File: config.mk
export PLATFORM = sky130hd
export DESIGN_NAME = bpuTop
export DESIGN_NICKNAME = d
export VERILOG_FILES = /design/src/common/bpuPkg.sv /design/src/hdl/bpuTop.sv /design/src/bpu/branchResolve.sv /design/src/bpu/branchQueue.sv /design/src/bpu/branchPredict.sv
export SDC_FILE = /design/constraint.sdc
export NUM_CORES = 1
export LEC_CHECK = 0
export BUFFER_PORTS_ARGS = -buffer_cell sky130_fd_sc_hd__clkbuf_2
export CAP_MARGIN = 25
export CORE_ASPECT_RATIO = 0.7
export CORE_MARGIN = 2
export CORE_UTILIZATION = 31
export CTS_CLUSTER_DIAMETER = 40
export DETAILED_ROUTE_END_ITERATION = 12
export PLACE_DENSITY = 0.42
export SYNTH_ARGS = -nofsm -noshare
export SYNTH_HDL_FRONTEND = slang
export SYNTH_SLANG_ARGS = --single-unit
export TNS_END_PERCENT = 100
File: constraint.sdc
create_clock -name clk -period 6.44 [get_ports clk]
set_input_delay 0 -clock clk [delete_from_list [all_inputs] [get_ports clk]]
set_output_delay 0 -clock clk [all_outputs]
set_load 0.02 [all_outputs]
File: src/common/bpuPkg.sv
// BPU package with widths, queue depth, opcodes, instruction union and slot structs
package bpuPkg;

    localparam int XLEN = 32;                       // Address and instruction width
    localparam int QUEUE_DEPTH = 4;                 // In-flight branch records
    localparam int PTR_W = $clog2(QUEUE_DEPTH);     // Queue pointer width
    localparam int CNT_W = $clog2(QUEUE_DEPTH + 1); // Queue occupancy width

    localparam logic [1:0] CNT_INIT = 2'd2;         // Weakly taken after reset

    localparam logic [6:0] OPC_BRANCH = 7'b1100011; // B-type conditional branch
    localparam logic [6:0] OPC_JAL = 7'b1101111;    // Jump and link

    // B-type layout with MSB first
    typedef struct packed {
        logic       imm12;      // Sign bit of the offset
        logic [5:0] imm10to5;
        logic [4:0] rs2;
        logic [4:0] rs1;
        logic [2:0] funct3;
        logic [3:0] imm4to1;
        logic       imm11;
        logic [6:0] opcode;
    } bFields;

    // J-type layout with MSB first
    typedef struct packed {
        logic       imm20;      // Sign bit of the offset
        logic [9:0] imm10to1;
        logic       imm11;
        logic [7:0] imm19to12;
        logic [4:0] rd;
        logic [6:0] opcode;
    } jFields;

    // Same fetched word seen as either format
    typedef union packed {
        bFields b;
        jFields j;
    } instrWord;

    typedef struct packed {
        logic            valid;  // One-cycle fetch strobe
        logic [XLEN-1:0] pc;
        instrWord        instr;
    } fetchSlot;

    typedef struct packed {
        logic valid;             // One-cycle resolve strobe
        logic taken;             // Real outcome from execute
    } resolveSlot;

    typedef struct packed {
        logic [XLEN-1:0] branchAddr; // PC of the branch itself
        logic [XLEN-1:0] targetAddr; // PC plus B immediate
        logic            backward;   // Negative offset
        logic            predTaken;  // Prediction made at fetch
    } branchRecord;

    typedef struct packed {
        logic            valid;
        logic            flush;  // Set only for a misprediction
        logic [XLEN-1:0] pc;
    } redirectSlot;

endpackage
File: src/hdl/bpuTop.sv
// BPU top level connecting predictor, branch queue and resolver
module bpuTop (
    input  logic                clk,
    input  logic                rst,
    input  bpuPkg::fetchSlot    fetch,
    input  bpuPkg::resolveSlot  resolve,
    output bpuPkg::redirectSlot redirect
);
    import bpuPkg::*;

    logic            push;      // Predictor to queue
    branchRecord     pushRec;
    logic            predValid; // Predictor to resolver
    logic [XLEN-1:0] predPc;
    logic [1:0]      fwdCnt;    // Resolver back to predictor
    logic [1:0]      bwdCnt;
    branchRecord     headRec;   // Queue to resolver
    logic            empty;
    logic            full;      // Queue at capacity
    logic            pop;       // Resolver to queue
    logic            clear;

    branchPredict branchPredict_inst (
        .fetch     (fetch),
        .fwdCnt    (fwdCnt),
        .bwdCnt    (bwdCnt),
        .push      (push),
        .pushRec   (pushRec),
        .predValid (predValid),
        .predPc    (predPc)
    );

    branchQueue branchQueue_inst (
        .clk     (clk),
        .rst     (rst),
        .push    (push),
        .pushRec (pushRec),
        .pop     (pop),
        .clear   (clear),
        .headRec (headRec),
        .empty   (empty),
        .full    (full)
    );

    branchResolve branchResolve_inst (
        .clk       (clk),
        .rst       (rst),
        .resolve   (resolve),
        .headRec   (headRec),
        .empty     (empty),
        .predValid (predValid),
        .predPc    (predPc),
        .pop       (pop),
        .clear     (clear),
        .fwdCnt    (fwdCnt),
        .bwdCnt    (bwdCnt),
        .redirect  (redirect)
    );

endmodule

File: src/bpu/branchResolve.sv
// Branch resolver with direction counters, misprediction check and registered redirect
module branchResolve (
    input  logic                    clk,
    input  logic                    rst,
    input  bpuPkg::resolveSlot      resolve,
    input  bpuPkg::branchRecord     headRec,
    input  logic                    empty,
    input  logic                    predValid,
    input  logic [bpuPkg::XLEN-1:0] predPc,
    output logic                    pop,
    output logic                    clear,
    output logic [1:0]              fwdCnt,
    output logic [1:0]              bwdCnt,
    output bpuPkg::redirectSlot     redirect
);
    import bpuPkg::*;

    logic            mismatch;  // Outcome differs from guess
    logic [XLEN-1:0] fixPc;     // Correct path after a miss
    logic [XLEN-1:0] nextPc;

    // Saturating step toward the real outcome
    function automatic logic [1:0] satStep(input logic [1:0] cnt, input logic taken);
        logic [1:0] nxt;
        nxt = cnt;
        if (taken && (cnt != 2'd3)) begin
            nxt = cnt + 2'd1;
        end else if (!taken && (cnt != 2'd0)) begin
            nxt = cnt - 2'd1;
        end
        return nxt;
    endfunction

    assign pop      = resolve.valid && !empty;  // Head retires on each resolve
    assign mismatch = pop && (resolve.taken != headRec.predTaken);
    assign clear    = mismatch;                 // Younger entries are wrong path

    // Taken goes to target and not taken falls through
    assign fixPc  = resolve.taken ? headRec.targetAddr : headRec.branchAddr + XLEN'(4);
    assign nextPc = mismatch ? fixPc : predPc;  // Miss wins over prediction

    // Only the retiring branch's direction moves
    always_ff @(posedge clk) begin
        if (rst) begin
            fwdCnt <= CNT_INIT;
            bwdCnt <= CNT_INIT;
        end else if (pop) begin
            if (headRec.backward) begin
                bwdCnt <= satStep(bwdCnt, resolve.taken);
            end else begin
                fwdCnt <= satStep(fwdCnt, resolve.taken);
            end
        end
    end

    // Redirect control bits
    always_ff @(posedge clk) begin
        if (rst) begin
            redirect.valid <= 1'b0;
            redirect.flush <= 1'b0;
        end else begin
            redirect.valid <= mismatch || predValid;
            redirect.flush <= mismatch;
        end
    end

    // Redirect address
    always_ff @(posedge clk) begin
        redirect.pc <= nextPc;
    end

endmodule

File: src/bpu/branchQueue.sv
// Branch queue as a circular FIFO of in-flight branch records with clear
module branchQueue (
    input  logic                clk,
    input  logic                rst,
    input  logic                push,
    input  bpuPkg::branchRecord pushRec,
    input  logic                pop,
    input  logic                clear,
    output bpuPkg::branchRecord headRec,
    output logic                empty,
    output logic                full
);
    import bpuPkg::*;

    branchRecord      mem [QUEUE_DEPTH];  // Record storage
    logic [PTR_W-1:0] rdPtr;
    logic [PTR_W-1:0] wrPtr;
    logic [CNT_W-1:0] count;              // Occupancy
    logic             doPush;
    logic             doPop;

    // Clear beats a push in the same cycle
    assign doPush = push && !clear;
    assign doPop  = pop && !clear && !empty;

    assign empty   = (count == '0);
    assign full    = (count == CNT_W'(QUEUE_DEPTH));
    assign headRec = mem[rdPtr];  // Oldest record

    function automatic logic [PTR_W-1:0] nextPtr(input logic [PTR_W-1:0] ptr);
        logic [PTR_W-1:0] nxt;
        nxt = ptr + 1'b1;
        if (ptr == PTR_W'(QUEUE_DEPTH - 1)) begin
            nxt = '0;  // Wrap
        end
        return nxt;
    endfunction

    always_ff @(posedge clk) begin
        if (doPush) begin
            mem[wrPtr] <= pushRec;
        end
    end

    always_ff @(posedge clk) begin
        if (rst || clear) begin
            rdPtr <= '0;
            wrPtr <= '0;
            count <= '0;
        end else begin
            if (doPush) begin
                wrPtr <= nextPtr(wrPtr);
            end
            if (doPop) begin
                rdPtr <= nextPtr(rdPtr);
            end
            case ({doPush, doPop})
                2'b10:   count <= count + 1'b1;
                2'b01:   count <= count - 1'b1;
                default: count <= count;  // Both or neither
            endcase
        end
    end

endmodule

File: src/bpu/branchPredict.sv
// Branch predictor with fetch decode, B and J target adders, prediction and queue record
module branchPredict (
    input  bpuPkg::fetchSlot          fetch,
    input  logic [1:0]                fwdCnt,
    input  logic [1:0]                bwdCnt,
    output logic                      push,
    output bpuPkg::branchRecord       pushRec,
    output logic                      predValid,
    output logic [bpuPkg::XLEN-1:0]   predPc
);
    import bpuPkg::*;

    logic            isBranch;  // Conditional branch in this fetch
    logic            isJal;     // Unconditional jump in this fetch
    logic [XLEN-1:0] bImm;
    logic [XLEN-1:0] jImm;
    logic [XLEN-1:0] bTarget;
    logic [XLEN-1:0] jTarget;
    logic            bBackward;
    logic [1:0]      selCnt;
    logic            bTaken;

    // Opcode lives at the same bits in both views
    assign isBranch = fetch.valid && (fetch.instr.b.opcode == OPC_BRANCH);
    assign isJal    = fetch.valid && (fetch.instr.j.opcode == OPC_JAL);

    // B-type offset with bit 0 always zero
    assign bImm = {
        {(XLEN-12){fetch.instr.b.imm12}},
        fetch.instr.b.imm11,
        fetch.instr.b.imm10to5,
        fetch.instr.b.imm4to1,
        1'b0
    };

    // J-type offset with bit 0 always zero
    assign jImm = {
        {(XLEN-20){fetch.instr.j.imm20}},
        fetch.instr.j.imm19to12,
        fetch.instr.j.imm11,
        fetch.instr.j.imm10to1,
        1'b0
    };

    assign bTarget = fetch.pc + bImm;  // Branch destination
    assign jTarget = fetch.pc + jImm;  // Jump destination

    // Direction from the offset sign
    assign bBackward = fetch.instr.b.imm12;
    assign selCnt    = bBackward ? bwdCnt : fwdCnt;
    assign bTaken    = (selCnt >= 2'd2);  // Upper half of the counter

    // Every conditional branch is queued
    assign push = isBranch;

    always_comb begin
        pushRec.branchAddr = fetch.pc;
        pushRec.targetAddr = bTarget;
        pushRec.backward   = bBackward;
        pushRec.predTaken  = bTaken;
    end

    // JAL always redirects and is never queued
    always_comb begin
        predValid = 1'b0;
        predPc    = bTarget;
        if (isJal) begin
            predValid = 1'b1;
            predPc    = jTarget;
        end else if (isBranch && bTaken) begin
            predValid = 1'b1;  // Taken guess
        end
    end

endmodule

==> tab_implementation.tex <==
\begin{tabular}{lr}
\hline
Metric & Value \\
\hline
\multicolumn{2}{l}{\textbf{Run status}} \\
\quad Status & complete, no violations \\
\multicolumn{2}{l}{\textbf{Layout}} \\
\quad Number of fill cells in the layout & 4564 \\
\quad Layout overhead on the synthesized area & 19.4\% \\
\quad Number of nets in the final layout & 1359 \\
\quad Ratio of cells with drive above 1 in the final layout & 21.7\% \\
\multicolumn{2}{l}{\textbf{Run}} \\
\quad Max-cap check violation count & 0 \\
\multicolumn{2}{l}{\textbf{STA}} \\
\quad Final period demand of the worst path & 3.72 ns \\
\quad Total Negative Setup Slacks & 0 ns \\
\quad Worst slack on hold paths & 0.0725 ns \\
\quad Endpoints failing hold & 0 \\
\quad Least-Margin Pin Slew & 0.873 ns \\
\quad Final setup viols & 0 \\
\quad Skew final & 0.0236 ns \\
\quad Max-slew violation total from the final report & 0 \\
\quad Worst slew slack as a fraction of its limit & 41.8\% \\
\quad Final worst path period share & 57.7\% \\
\quad Fmax & 269 MHz \\
\quad Unrepaired setup endpoints after global routing & no \\
\multicolumn{2}{l}{\textbf{Placement}} \\
\quad Routability congestion estimate from global placement & 0.841 \\
\quad Post-DP HPWL & 30500 um \\
\quad Port buffer count & 102 \\
\multicolumn{2}{l}{\textbf{Die}} \\
\quad Overall die width & 268 um \\
\quad Die H & 189 um \\
\quad Initial Utilization & 31.5\% \\
\quad Die footprint & 0.0506 mm\^{}2 \\
\quad Number of primary I/O pins & 103 \\
\quad Area of the placeable core & 0.0480 mm\^{}2 \\
\quad Row cnt & 67 \\
\multicolumn{2}{l}{\textbf{Critical path}} \\
\quad Worst Setup Path Type & reg2reg \\
\quad Number of cell instances on the worst register-to-register path & 6 \\
\quad Data required time at the worst endpoint & 6.65 ns \\
\quad Setup slack, reg-to-reg & 2.72 ns \\
\quad Crit path arrival time & 3.93 ns \\
\quad Endpoint type of the worst setup path & register \\
\quad Critical path startpoint category & register \\
\quad Largest fanout on the critical path & 45 \\
\quad Reg-to-reg endpoint & branchQueue\_inst.mem[2][24] \\
\quad End of the critical path & branchQueue\_inst.mem[2][24] \\
\multicolumn{2}{l}{\textbf{Clock network}} \\
\quad Clock root buffer & clkbuf\_16 \\
\quad \# H-tree levels & 2 \\
\quad Number of buffers inserted during clock tree synthesis & 43 \\
\quad Clock insertion delay at the later pin of the skew report & 0.56 ns \\
\quad Clock tree from TritonCTS & yes \\
\quad Post-CTS setup-driven buffer insertion count & 0 \\
\quad Clock sink count & 307 \\
\quad Clock transition at path regs & 0.06 ns \\
\quad Number of buffers on the longest clock path & 3 \\
\multicolumn{2}{l}{\textbf{Global routing}} \\
\quad Met1 track demand over resource in global routing & 29.2\% \\
\quad Layer with the highest usage after global routing & met1 \\
\quad Met2 GRT Util & 22.2\% \\
\quad Wire length of the first global-routing pass & 64500 um \\
\quad Remaining global-route overflow & 0 \\
\quad Vias in the first global route & 9627 \\
\quad Number of antenna violations at the first check in global routing & 1 \\
\quad Largest net degree at the start of global routing & 55 \\
\quad Met3 track demand over resource & 3.20\% \\
\quad Overall global routing resource usage & 17.5\% \\
\multicolumn{2}{l}{\textbf{Yosys}} \\
\quad Primary flip-flop cell chosen by synthesis mapping & edfxtp\_1 \\
\quad Register area share after synthesis & 57.9\% \\
\quad Number of warnings printed during yosys synthesis & 0 \\
\quad Synth async-reset ratio & 0\% \\
\quad Yosys cell types & 85 \\
\quad Post-synthesis instance total & 1099 \\
\quad EDFF count, synth & 260 \\
\quad Top post-synthesis cells by area & edfxtp\_1, mux4\_2, dfxtp\_1, ha\_1, mux4\_1 \\
\quad Area of the mapped netlist & 0.0151 mm\^{}2 \\
\quad Top cell type's share of synthesized area & 51.6\% \\
\quad Yosys top cell by area & edfxtp\_1 \\
\quad Mapped Avg Cell Area & 13.8 um\^{}2 \\
\quad Syn nets & 1221 \\
\quad Number of register bits inferred by synthesis & 307 \\
\multicolumn{2}{l}{\textbf{Pwr}} \\
\quad Leak & 6.27 nW \\
\quad Worst vdd ir & 168 uV \\
\quad Clock network fraction of total power & 45.9\% \\
\quad Power share of the combinational group & 11.5\% \\
\quad Part of the power in registers & 42.5\% \\
\quad Switching portion of total power & 25.6\% \\
\quad Total power per unit cell area & 294 mW/mm\^{}2 \\
\quad Switching power summed over all nets & 1.36 mW \\
\quad Internal power consumption & 3.95 mW \\
\multicolumn{2}{l}{\textbf{Min path}} \\
\quad Hold/Removal Path Class & in2reg \\
\quad Depth of the worst hold-timing path & 2 \\
\quad Critical hold path startpoint & fetch[9] \\
\multicolumn{2}{l}{\textbf{Route}} \\
\quad Detailed-route wire length per cell & 22.6 um \\
\quad Number of DRC markers in iteration 0 & 780 \\
\quad Final WL & 43600 um \\
\quad Vias after detailed routing & 9787 \\
\quad Via count normalized by instance count & 5.08 \\
\quad Antenna Violating Nets Remaining & 0 \\
\quad Post-route DRC violation count & 0 \\
\quad First-pass iteration count of the detailed router & 5 \\
\hline
\end{tabular}
-- sequential cells by signal (all words and copies together) (netlist names), named ones only --
name / flops
branchQueue_inst.count: 3
branchQueue_inst.mem: 260
branchQueue_inst.rdPtr: 2
branchQueue_inst.wrPtr: 2
branchResolve_inst.bwdCnt: 2
branchResolve_inst.fwdCnt: 2
branchResolve_inst.redirect: 34
-- timing repair --
| item | in CTS | in global routing |
|---|---|---|
| hold buffers | 36 | 0 |
| endpoints found under the hold margin | 149 | 0 |
| resized for setup | 0 | 0 |
-- cell usage after synthesis, types with 3 or more instances --
master	n
edfxtp_1	260
nand2_1	75
a21oi_1	70
nor2_1	67
ha_1	50
mux4_2	50
dfxtp_1	47
o21ai_0	45
xnor2_1	45
xor2_1	29
clkbuf_1	27
nand3_1	25
a21o_1	24
nor3_1	24
a211oi_1	19
inv_1	19
mux4_1	15
buf_2	13
mux2i_1	12
nand4_1	12
a31oi_1	10
nand2b_1	10
and3_1	9
o211ai_1	9
o21a_1	9
or2_2	9
clkbuf_8	8
o21bai_1	8
o31ai_1	7
and2_1	6
a31o_2	4
or3_1	4
a21boi_0	3
buf_1	3
buf_4	3
fa_1	3
nor4_1	3
-- cell type report --
cell class	count	area, um^2	share of cell area [%]
Sequential cell	307	8760	48.5
Multi-Input combinational cell	715	5950	33.0
Clock buffer	52	1140	6.32
Timing Repair Buffer	150	961	5.32
Tap cell	655	820	4.54
Clock inverter	27	352	1.95
Inverter	20	75.1	0.416
Antenna cell	1	2.50	0.0139
-- critical path, cell delays in order, from the launching register on --
cell     delay [ns]
dfxtp_4        0.90
mux4_2         0.61
xnor2_1        0.20
nor2b_4        0.16
nor2_1         0.27
and2_4         0.70
buf_4          0.45
-- metal layers --
layer	up-vias	routed length, um
li1	4580	-
met1	4913	23900
met2	242	16700
met3	52	2110
met4	0	903
met5	-	0
-- power by group through the flow --
stage | clock [mW] | combinational, mW | sequential (mW)
after global routing | 2.59 | 0.668 | 2.26
after global placement | 0 | 0.588 | 2.30
after CTS | 2.50 | 0.608 | 2.26
after floorplan | 0 | 0.318 | 2.34
after detailed placement | 0 | 0.589 | 2.30
final | 2.44 | 0.612 | 2.26
-- cell families after synthesis --
group                      count (synthesis)  share of synthesized area (%)
adders and majority gates                 53                           4.53
buffers and inverters                     77                           2.89
DFF                                      307                           57.9
and+or+nand+nor                          265                           8.83
muxes                                     79                           11.0
xor gates and xnor gates                  74                           4.29
AOI/OAI and AO/OA                        244                           10.6
-- cell usage in the layout (no fill, tap or decap), types with 29 or more instances in the layout --
| master | instances |
|---|---|
| xor2_1 | 29 |
| a21oi_1 | 70 |
| ha_1 | 50 |
| clkbuf_16 | 44 |
| o21ai_0 | 45 |
| dfxtp_1 | 45 |
| mux4_2 | 50 |
| nor2_1 | 67 |
| nand2_1 | 75 |
| xnor2_1 | 45 |
| dlygate4sd3_1 | 36 |
| clkbuf_2 | 102 |
| edfxtp_1 | 260 |
-- through the flow --
stage	power [mW]	utilization, %	cells	worst slack (ns)	instance area (um^2)
after global placement	2.89	33.7	1811	2.71	16200
after CTS	5.36	37.6	1926	2.58	18100
after detailed placement	2.89	33.7	1811	2.62	16200
final	5.31	37.6	1927	2.72	18100
after global routing	5.52	37.6	1926	2.41	18100
after floorplan	2.66	-	1099	2.49	15100
-- worst min-delay path by stage --
stage                                    to  slack (ns)
2_1_floorplan  branchResolve_inst.fwdCnt[0]        0.07
3_3_place_gp    branchQueue_inst.mem[1][64]        0.25
3_5_place_dp    branchQueue_inst.mem[3][64]        0.25
4_1_cts          branchQueue_inst.mem[2][4]        0.02
5_1_grt          branchQueue_inst.mem[0][4]        0.08
6_report         branchQueue_inst.mem[2][4]        0.07
Note: power is estimated with default switching activity, not from simulation.
